`src/dcu_wa_addr_pkg.sv`:
```
// PALEN up to 32 and a power-of-two LINE_BYTES from 8 to 64 fit the fixed maximum widths.
package dcu_wa_addr_pkg;

    // ==================================================
    // widths
    // ==================================================
    localparam int PALEN_MAX      = 32;
    localparam int LINE_BYTES_MAX = 64;
    localparam int WORD_LSB       = 2;                      // byte offset within a word.
    localparam int TAG_W          = PALEN_MAX - WORD_LSB - 1; // room for an 8-byte line.
    localparam int CNT_W          = 7;

    typedef logic [PALEN_MAX-1:0]      paddr_t;
    typedef logic [TAG_W-1:0]          line_tag_t;
    typedef logic [LINE_BYTES_MAX-1:0] line_mask_t;   // one bit per byte.
    typedef logic [3:0]                wmask_t;
    typedef logic [CNT_W-1:0]          line_cnt_t;

    // offset width of a line of the given size.
    function automatic int line_off_w(input int line_bytes);
        return $clog2(line_bytes);
    endfunction

    // tag bits that an address of palen bits really carries.
    function automatic int line_tag_w(input int palen, input int line_bytes);
        return palen - $clog2(line_bytes);
    endfunction

endpackage

```
`src/dcu_wa_ops_pkg.sv`:
```
// commit function bits follow the LSU commit encoding; a load or store needs the memory bit too.
package dcu_wa_ops_pkg;
    import dcu_wa_addr_pkg::*;

    // ==================================================
    // commit function bit positions
    // ==================================================
    localparam int FUNC_MEM   = 0;
    localparam int FUNC_LOAD  = 1;
    localparam int FUNC_STORE = 2;

    // one decoded commit that is valid in its commit cycle only.
    typedef struct packed {
        logic       live;       // valid, not killed, some byte written.
        logic       is_store;
        logic       is_load;
        line_tag_t  tag;
        line_mask_t bytes;      // word mask placed within the line.
    } cmt_op_t;

    // tracker view of the held line against the current commit.
    typedef struct packed {
        logic same_line;
        logic line_full;
        logic count_reached;
        logic cfg_changed;
        logic break_stream;
    } line_status_t;

    // write-around mode states.
    typedef enum logic [1:0] {
        IDLE   = 2'd0,
        DETECT = 2'd1,
        WA     = 2'd2
    } wa_state_e;

endpackage

```
`src/dcu_wa_cmt_decode.sv`:
```
// purely combinational; the line offset must hold at least one word above the byte offset.
`timescale 1ns/1ps

module dcu_wa_cmt_decode
    import dcu_wa_addr_pkg::*;
    import dcu_wa_ops_pkg::*;
#(
    parameter int PALEN      = 32,
    parameter int LINE_BYTES = 64
) (
    input  logic       cmt_valid,
    input  logic       cmt_kill,
    input  paddr_t     cmt_addr,
    input  wmask_t     cmt_wmask,
    input  logic [2:0] cmt_func,
    output cmt_op_t    op
);

    localparam int OFF_W = line_off_w(LINE_BYTES);
    localparam int TW    = line_tag_w(PALEN, LINE_BYTES);

    logic [TW-1:0]    addr_tag;
    logic [OFF_W-1:0] byte_pos;     // first byte of the word in the line.
    logic             qualified;

    assign addr_tag  = cmt_addr[PALEN-1:OFF_W];
    assign byte_pos  = {cmt_addr[OFF_W-1:WORD_LSB], {WORD_LSB{1'b0}}};
    assign qualified = cmt_valid & ~cmt_kill & (|cmt_wmask);

    // ==================================================
    // classify and place
    // ==================================================
    always_comb begin
        op          = '0;
        op.is_store = cmt_func[FUNC_MEM] & cmt_func[FUNC_STORE];
        op.is_load  = cmt_func[FUNC_MEM] & cmt_func[FUNC_LOAD];
        op.live     = qualified;
        op.tag      = line_tag_t'(addr_tag);
        op.bytes    = line_mask_t'(cmt_wmask) << byte_pos;
    end

endmodule

```
`src/dcu_wa_line_track.sv`:
```
// holds one line at a time; the held tag is meaningful only after arm.
`timescale 1ns/1ps

module dcu_wa_line_track
    import dcu_wa_addr_pkg::*;
    import dcu_wa_ops_pkg::*;
#(
    parameter int PALEN      = 32,
    parameter int LINE_BYTES = 64
) (
    input  logic         dcu_clk,
    input  logic         dcu_reset_n,
    input  cmt_op_t      op,
    input  logic [1:0]   waround_cfg,
    input  logic         arm,
    input  logic         active,
    output line_status_t status
);

    localparam int TW = line_tag_w(PALEN, LINE_BYTES);

    logic [TW-1:0] tag_q;
    line_mask_t    mask_q;
    line_cnt_t     cnt_q;
    logic [1:0]    cfg_q;          // field seen at arm.
    line_cnt_t     threshold;
    logic          st_live;
    logic          ld_live;
    logic          cnt_inc;

    assign st_live = op.live & op.is_store;
    assign ld_live = op.live & op.is_load;

    always_comb begin
        case (cfg_q)
            2'd1:    threshold = line_cnt_t'(3);
            2'd2:    threshold = line_cnt_t'(63);
            default: threshold = line_cnt_t'(127);
        endcase
    end

    // ==================================================
    // line status
    // ==================================================
    always_comb begin
        status               = '0;
        status.same_line     = (op.tag[TW-1:0] == tag_q);
        status.line_full     = &mask_q[LINE_BYTES-1:0];
        status.count_reached = (cnt_q == threshold);
        status.cfg_changed   = (cfg_q != waround_cfg);
        status.break_stream  = (st_live & ~status.same_line & ~status.line_full)
                             | (ld_live & status.same_line)
                             | status.cfg_changed;
    end

    // a full line followed by a store elsewhere extends the run.
    assign cnt_inc = active & st_live & ~status.same_line & status.line_full
                   & ~status.count_reached;

    always_ff @(posedge dcu_clk) begin
        if (arm || (active && st_live && !status.same_line)) begin
            tag_q <= op.tag[TW-1:0];
        end
    end

    always_ff @(posedge dcu_clk or negedge dcu_reset_n) begin
        if (!dcu_reset_n) begin
            mask_q <= '0;
            cnt_q  <= '0;
            cfg_q  <= 2'd0;
        end else begin
            if (arm) begin
                mask_q <= op.bytes;
            end else if (active && st_live) begin
                mask_q <= (status.same_line ? mask_q : '0) | op.bytes; // new line starts fresh.
            end
            if (arm || (active && status.break_stream)) begin
                cnt_q <= '0;
            end else if (cnt_inc) begin
                cnt_q <= cnt_q + line_cnt_t'(1);
            end
            if (arm) begin
                cfg_q <= waround_cfg;
            end
        end
    end

    // ==================================================
    // checks
    // ==================================================
    a_cnt_bound: assert property (@(posedge dcu_clk) disable iff (!dcu_reset_n)
        cnt_q <= threshold);
    a_arm_excl: assert property (@(posedge dcu_clk) disable iff (!dcu_reset_n)
        !(arm && active));

endmodule

```
`src/dcu_wa_mode_fsm.sv`:
```
// wna_mode is combinational on the commit cycle; the field is sampled live every cycle.
`timescale 1ns/1ps

module dcu_wa_mode_fsm
    import dcu_wa_ops_pkg::*;
(
    input  logic         dcu_clk,
    input  logic         dcu_reset_n,
    input  logic [1:0]   waround_cfg,
    input  cmt_op_t      op,
    input  line_status_t status,
    output logic         arm,
    output logic         active,
    output logic         wna_mode
);

    wa_state_e state_q;
    wa_state_e state_d;

    always_ff @(posedge dcu_clk or negedge dcu_reset_n) begin
        if (!dcu_reset_n) begin
            state_q <= IDLE;
        end else begin
            state_q <= state_d;
        end
    end

    // ==================================================
    // next state
    // ==================================================
    always_comb begin
        state_d = state_q;
        case (state_q)
            IDLE: begin
                if (waround_cfg != 2'd0) begin
                    state_d = DETECT;
                end
            end
            DETECT: begin
                if (status.cfg_changed) begin
                    state_d = IDLE;
                end else if (status.line_full && status.count_reached) begin
                    state_d = WA;
                end
            end
            WA: begin
                if (status.cfg_changed) begin
                    state_d = IDLE;
                end else if (status.break_stream) begin
                    state_d = DETECT;  // count again after a broken stream.
                end
            end
            default: state_d = IDLE;
        endcase
    end

    assign arm      = (state_q == IDLE) && (waround_cfg != 2'd0);
    assign active   = (state_q != IDLE);
    assign wna_mode = ((state_q == WA) && (status.same_line || status.line_full))
                    || ((state_q == DETECT) && status.line_full && status.count_reached);

    // ==================================================
    // checks
    // ==================================================
    a_idle_quiet: assert property (@(posedge dcu_clk) disable iff (!dcu_reset_n)
        (state_q == IDLE) |-> !wna_mode);
    a_wa_drop: assert property (@(posedge dcu_clk) disable iff (!dcu_reset_n)
        (state_q == DETECT) && ($past(state_q) == WA) |-> $past(op.live));

endmodule

```
`src/dcu_wa_top.sv`:
```
// address and line sizes are set here only; cmt_addr bits at PALEN and above are ignored.
`timescale 1ns/1ps

module dcu_wa_top
    import dcu_wa_addr_pkg::*;
    import dcu_wa_ops_pkg::*;
#(
    parameter int PALEN      = 32,
    parameter int LINE_BYTES = 64
) (
    input  logic       dcu_clk,
    input  logic       dcu_reset_n,
    input  logic [1:0] waround_cfg,
    input  logic       cmt_valid,
    input  logic       cmt_kill,
    input  paddr_t     cmt_addr,
    input  wmask_t     cmt_wmask,
    input  logic [2:0] cmt_func,
    output logic       wna_mode
);

    cmt_op_t      op;
    line_status_t status;
    logic         arm;
    logic         active;

    dcu_wa_cmt_decode #(
        .PALEN      (PALEN),
        .LINE_BYTES (LINE_BYTES)
    ) u_cmt_decode (
        .cmt_valid (cmt_valid),
        .cmt_kill  (cmt_kill),
        .cmt_addr  (cmt_addr),
        .cmt_wmask (cmt_wmask),
        .cmt_func  (cmt_func),
        .op        (op)
    );

    dcu_wa_line_track #(
        .PALEN      (PALEN),
        .LINE_BYTES (LINE_BYTES)
    ) u_line_track (
        .dcu_clk     (dcu_clk),
        .dcu_reset_n (dcu_reset_n),
        .op          (op),
        .waround_cfg (waround_cfg),
        .arm         (arm),
        .active      (active),
        .status      (status)
    );

    dcu_wa_mode_fsm u_mode_fsm (
        .dcu_clk     (dcu_clk),
        .dcu_reset_n (dcu_reset_n),
        .waround_cfg (waround_cfg),
        .op          (op),
        .status      (status),
        .arm         (arm),
        .active      (active),
        .wna_mode    (wna_mode)
    );

endmodule

```
`config.mk`:
```
export PLATFORM = sky130hd
export DESIGN_NAME = dcu_wa_top
export DESIGN_NICKNAME = d
export VERILOG_FILES = /design/src/dcu_wa_addr_pkg.sv /design/src/dcu_wa_ops_pkg.sv /design/src/dcu_wa_cmt_decode.sv /design/src/dcu_wa_line_track.sv /design/src/dcu_wa_mode_fsm.sv /design/src/dcu_wa_top.sv
export SDC_FILE = /design/constraint.sdc
export NUM_CORES = 1
export LEC_CHECK = 0
export BUFFER_PORTS_ARGS = -buffer_cell sky130_fd_sc_hd__buf_2
export CAP_MARGIN = 20
export CORE_ASPECT_RATIO = 1.75
export CORE_MARGIN = 1
export CORE_UTILIZATION = 58
export DETAILED_ROUTE_END_ITERATION = 8
export PLACE_DENSITY_LB_ADDON = 0.2
export SLEW_MARGIN = 15
export SYNTH_ARGS = -nofsm -noshare
export SYNTH_HDL_FRONTEND = slang
export SYNTH_SLANG_ARGS = --single-unit
```
`constraint.sdc`:
```
create_clock -name dcu_clk -period 3.04 [get_ports dcu_clk]
set_clock_uncertainty 0.15 [all_clocks]
set_input_delay 0.608 -clock dcu_clk [delete_from_list [all_inputs] [get_ports dcu_clk]]
set_output_delay 0.608 -clock dcu_clk [all_outputs]
set_load 0.02 [all_outputs]
```
; After elaboration in Yosys (flattened, before gate mapping)
; Index checks and enable logic that the tools add are counted.
[classes]
n_addsub = 1
multipliers = 0
n_div = 0
magnitude_cmp = 0
n_eq_ne = 10
n_shift = 1
n_mux = 12
bitwise_logic = 20
reduce_logical = 21
[ops]
columns = op, count
row1 = two-way mux 64 bit, 3
row2 = OR 64 bit, 1
row3 = AND reduction 64 bit, 1
row4 = << shifter 4 x 6 -> 64 bit, 1
row5 = equality test 26 bit, 1
row6 = two-way mux 7 bit, 2
row7 = case mux 7 bit (2 select lines), 1
row8 = AND 1 bit, 13
row9 = two-way mux 2 bit, 5
row10 = logical AND 1 bit, 8
row11 = nonzero test 2 bit, 4
row12 = adder 7 x 1 -> 7 bit (second input constant), 1
row13 = equality test 7 bit, 1
row14 = case mux 2 bit (3 select lines), 1
row15 = equality test 2 x 1 -> 1 bit (second input constant), 2
row16 = equality test 2 bit (second input constant), 2
row17 = logical OR 1 bit, 4
row18 = inverter 1 bit, 4
row19 = OR reduction 4 bit, 1
row20 = inequality test 3 x 2 -> 1 bit (second input constant), 1
row21 = inequality test 3 bit (second input constant), 1
row22 = AND reduction 3 bit, 1
row23 = zero test 2 bit, 1
row24 = inequality test 2 bit, 1
row25 = 3 further kinds, 4
[word_totals]
ff_bits = 101
latch_bits = 0
ram_bits = 0
romBits = 0
out_inout_bits = 1
elab_cells = 70
mem_count = 0

; Logic depth before layout (Yosys ltp)
[depth]
ltp_word = 11
depth_mapped = 8
depth_no_buf = 8

; By module
; A second synthesis with hierarchy kept.
[unflattened]
hier_cells = 452
area_unflattened_um2 = 5046.1
[modules_own_cells]
columns = module, instances, cells_per_inst, area_per_inst_um2
row1 = dcu_wa_line_track, 1, 309, 4195.3
row2 = dcu_wa_cmt_decode, 1, 128, 721.9
row3 = dcu_wa_mode_fsm, 1, 15, 128.9

; Least setup slack after synthesis
; Ideal clock, no wire load.
[synth_timing]
path_type = input port to flip-flop
start = input cmt_addr[14]
end = register u_line_track.tag_q[0], enable pin
setup_ns = 0.368
t_arrival_ns = 2.242
setup_slack_ns = 0.280
path_stages = 8
path_cell_list = xnor2_1 nand4_1 nor4_4 nand2_1 a21oi_1 buf_4 buf_6 inv_1
[synth_via]
elab_chain_len = 4
[synth_lines]
columns = element, line_no
row1 = "start, declared", dcu_wa_top.sv:16  ; input paddr_t cmt_addr,
row2 = equality test 26 bit, dcu_wa_line_track.sv:47  ; status.same_line = (op.tag[TW-1:0] == tag_q);
row3 = zero test 1 bit, dcu_wa_line_track.sv:61  ; if (arm || (active && st_live && !status.same_line)) begin
row4 = logical AND 1 bit, dcu_wa_line_track.sv:61
row5 = logical OR 1 bit, dcu_wa_line_track.sv:61
row6 = "end signal, assigned", dcu_wa_line_track.sv:62  ; tag_q <= op.tag[TW-1:0];
row7 = "end, declared", dcu_wa_line_track.sv:22  ; logic [TW-1:0] tag_q;
; No other way between the ends.
; A chain may end at the register's enable or synchronous reset.

; Worst setup path after layout
[layout_timing]
start = register u_line_track.mask_q[22]
end = output wna_mode
[layout_via]
elab_chain_len = 4
[layout_lines]
columns = element, line_no
row1 = "start, declared", dcu_wa_line_track.sv:23  ; line_mask_t mask_q;
row2 = "start signal, assigned", dcu_wa_line_track.sv:73  ; mask_q <= op.bytes;
row3 = "start signal, assigned", dcu_wa_line_track.sv:75  ; mask_q <= (status.same_line ? mask_q : '0) | op.bytes;
row4 = AND reduction 64 bit *, dcu_wa_line_track.sv:48  ; status.line_full = &mask_q[LINE_BYTES-1:0];
row5 = logical OR 1 bit or logical AND 1 bit (tied branches), "dcu_wa_mode_fsm.sv:59, dcu_wa_mode_fsm.sv:60"
row6 = logical AND 1 bit (on tied branches), "dcu_wa_mode_fsm.sv:59, dcu_wa_mode_fsm.sv:60"
row7 = logical OR 1 bit *, dcu_wa_mode_fsm.sv:60  ; || ((state_q == DETECT) && status.line_full && status.count_reached);
row8 = "end, declared", dcu_wa_top.sv:19  ; output logic wna_mode
; Every way passes the cells marked *; elsewhere a longest branch is shown, timed or not.

==> flow_summary.ini <==
[run_status]
outcome = finished, final reports clean

[place]
place_area_sq_um = 4801
dp_slack_ns = 0.1893
port_buffers = 43
dpl.hpwl_microns = 6999
gp_congestion = 0.8506

[grt]
met2_usage_pct = 42.40
grt_busiest_layer = met2
grt_use_met3_pct = 5.598
grt.total_usage_pct = 27.51
grt.overflow.total = 0
grt_first_pass_wirelength_microns = 16130
antenna_found_initial = 0
grt_pass1_vias = 3359
met1_usage_pct = 33.64
grt_max_degree = 76

[yosys]
synthTopCellsByArea = dfrtp_1, edfxtp_1, o2bb2ai_1
synth_top_area_share_pct = 41.89
synth.distinct_cells = 37
ys_ff_latch = 101
postSynthAreaPerCell_sq_um = 12.69
synth_top_cell_by_area = dfrtp_1
syn_nets = 400
ys_warn_count = 0
ys.flop_type = dfrtp_1
synth_area_sq_um = 4481
ys_seq_area_share_pct = 59.31
async_flop_share_pct = 74.26
synthCells = 353
synth_edf_count = 26

[clocking]
cts.repair.resized = 0
hold_buffers = 0
clkSlewWorstSetupHoldPaths_ns = 0.07
root_buffer = clkbuf_16
post_cts_buffers = 0
ctsHtreeMaxLevel = 3
cts_buffer_depth = 2
clk_latency_ns = 0.35
cts_tree = built
cts.sinks = 101
cts_made_buffers = 9

[run]
maxCapViolations = 0

[routing]
drt_iter0_drc = 285
wire_per_inst_microns = 19.95
drc = 0
drtAntennaViolNets = 0
vias = 3227
via_per_inst = 6.493
first_pass_iters = 5
wirelength_microns = 9916

[pwr]
total_power_uw = 3531
ir_drop_mv = 0.5336
p_per_area_nw_per_um2 = 692.1
leakagePower_uw = 0.002008

[final_layout]
stdcell_area_sq_um = 5101
diodes = 0
areaGrowthSynthToFinish_pct = 13.85
drive_gt1_share_pct = 19.07
layout.nets = 451
final_util_pct = 67.88

[worst_setup_path]
required_ns = 2.28
endpoint_kind = primary output
slowest_delay_ns = 0.58
worstSetupStartpointType = flip-flop
worstPathCellList = nand4_1 -> nor4_1 -> nand4_2 -> nand2_1 -> a31o_2 -> buf_2
critPathArrivalTime_ns = 2.18
path_buf_inv = 1
cpMaxStageDelayCell = nor4_1
cpLargestDelayFamily = simple AND/OR/NAND/NOR gates
cp_max_fo = 3
worstSetupPathType = flip-flop to primary output

[timing]
fin_crit_sh_pct = 96.56
fmax_mhz = 340.7
worstMarginPinSlew_ns = 0.6513
finalWorstSetupSlack_ns = 0.1046
fin_crit_ns = 2.935
setup_viol = 0
final.setup.tns_ns = 0
rsz0062_at_grt = false
drv_slew = 0
final_hold_viol_count = 0
relSlewSlack_pct = 56.47

[floorplanning]
die_x_microns = 68.44
initial_core_util_pct = 59.62
die_h_microns = 118.3
die-area_sq_um = 8094
rows = 42
core_sq_um = 7515
boundaryPins = 46

[hold_path]
hold_path_class = input pin to asynchronous set/reset pin
## placed cells by master, fill, tap and decap left out, types with 2 or more instances in the layout
| cell | synthesis | routed |
|---|---|---|
| clkinv_2 | 0 | 3 |
| nor4_1 | 9 | 9 |
| buf_4 | 1 | 8 |
| nand3_1 | 5 | 5 |
| nor2b_1 | 3 | 3 |
| edfxtp_1 | 26 | 26 |
| nand2_1 | 29 | 29 |
| xnor2_1 | 35 | 35 |
| nor2_1 | 8 | 8 |
| inv_1 | 4 | 4 |
| or2_2 | 2 | 2 |
| clkbuf_16 | 0 | 9 |
| a2111oi_1 | 5 | 5 |
| nand4_1 | 39 | 39 |
| a211o_1 | 2 | 2 |
| nor3_1 | 6 | 6 |
| dfrtp_1 | 75 | 75 |
| o21ai_0 | 2 | 2 |
| o2bb2ai_1 | 64 | 64 |
| ha_1 | 2 | 2 |
| a21oi_1 | 8 | 7 |
| and3_1 | 3 | 3 |
| nor4_4 | 2 | 2 |
| buf_2 | 1 | 43 |
## synthesized netlist by cell type, drive strengths merged, types with 2 or more instances
cell,number
dfrtp,75
o2bb2ai,64
nand4,40
xnor2,35
nand2,29
edfxtp,26
nor4,12
a21oi,8
buf,8
nor2,8
nor3,7
a2111oi,5
nand3,5
clkbuf,4
inv,4
and3,3
nor2b,3
a211o,2
ha,2
o21ai,2
or2,2
## final timing paths
path                       slack (ns)  depth (start not counted)                                  end                                 from
setup reg to reg                 0.41                          7    u_line_track.cnt_q[1]$_DFFE_PN0P_  u_line_track.mask_q[22]$_DFFE_PN0P_
min in group dcu_clk             0.31                          1      u_line_track.tag_q[9]$_DFFE_PP_                         cmt_addr[15]
hold / removal                   0.14                          2  u_line_track.mask_q[24]$_DFFE_PN0P_                          dcu_reset_n
max in group asynchronous        2.28                          2  u_line_track.mask_q[22]$_DFFE_PN0P_                          dcu_reset_n
hold reg to reg                  0.34                          1  u_line_track.mask_q[31]$_DFFE_PN0P_  u_line_track.mask_q[31]$_DFFE_PN0P_
setup / recovery                 0.10                          6                             wna_mode  u_line_track.mask_q[22]$_DFFE_PN0P_
## per-stage QoR
stage               std cells  hold slack, ns
global route              497          0.1746
finish                    497          0.1427
global placement          481          0.3216
floorplan                 353          0.1624
CTS                       497          0.1566
detailed placement        481          0.3239
## worst register-to-register path: cells and delay by family (launching register included)
kind,cells,cell delay [ns]
AOI/OAI and AO/OA,2,0.49
buffers and inverters,1,0.21
DFF,1,0.36
muxes,1,0.24
and+or+nand+nor,3,1.07
## cell type report
| type | instances | area (sq um) |
|---|---|---|
| clock buffers | 10 | 239.0 |
| clock inverters | 6 | 61.31 |
| fillers | 562 | 2414 |
| inverters | 4 | 15.01 |
| multi-input cells | 236 | 1723 |
| flip-flops and latches | 101 | 2658 |
| well taps | 88 | 110.1 |
| repair buffers | 52 | 295.3 |
## state kept, by name (all words and copies together) (netlist names)
| register | flops |
|---|---|
| u_line_track.cnt_q | 7 |
| u_mode_fsm.state_q | 2 |
| u_line_track.cfg_q | 2 |
| u_line_track.mask_q | 64 |
| u_line_track.tag_q | 26 |
## cell families after synthesis
group,count (synthesis),share of synthesized area (%)
DFF,101,59.31
AOI/OAI and AO/OA,87,16.39
and+or+nand+nor,111,14.19
adders and majority gates,2,0.5584
muxes,1,0.2234
buffers and inverters,16,2.485
xor gates and xnor gates,35,6.842
## layer usage
layer	up-vias	routed length [microns]
met5	-	0
li1	1493	-
met4	0	520
met1	1576	3908
met2	115	5009
met3	43	478
## power by group
part,total (uW),internal (uW),switching [uW]
clock,1150,659,490
combinational,665,245,420
sequential,1720,1600,117
total,3530,2500,1030
Power figures use the tool's default switching activity.
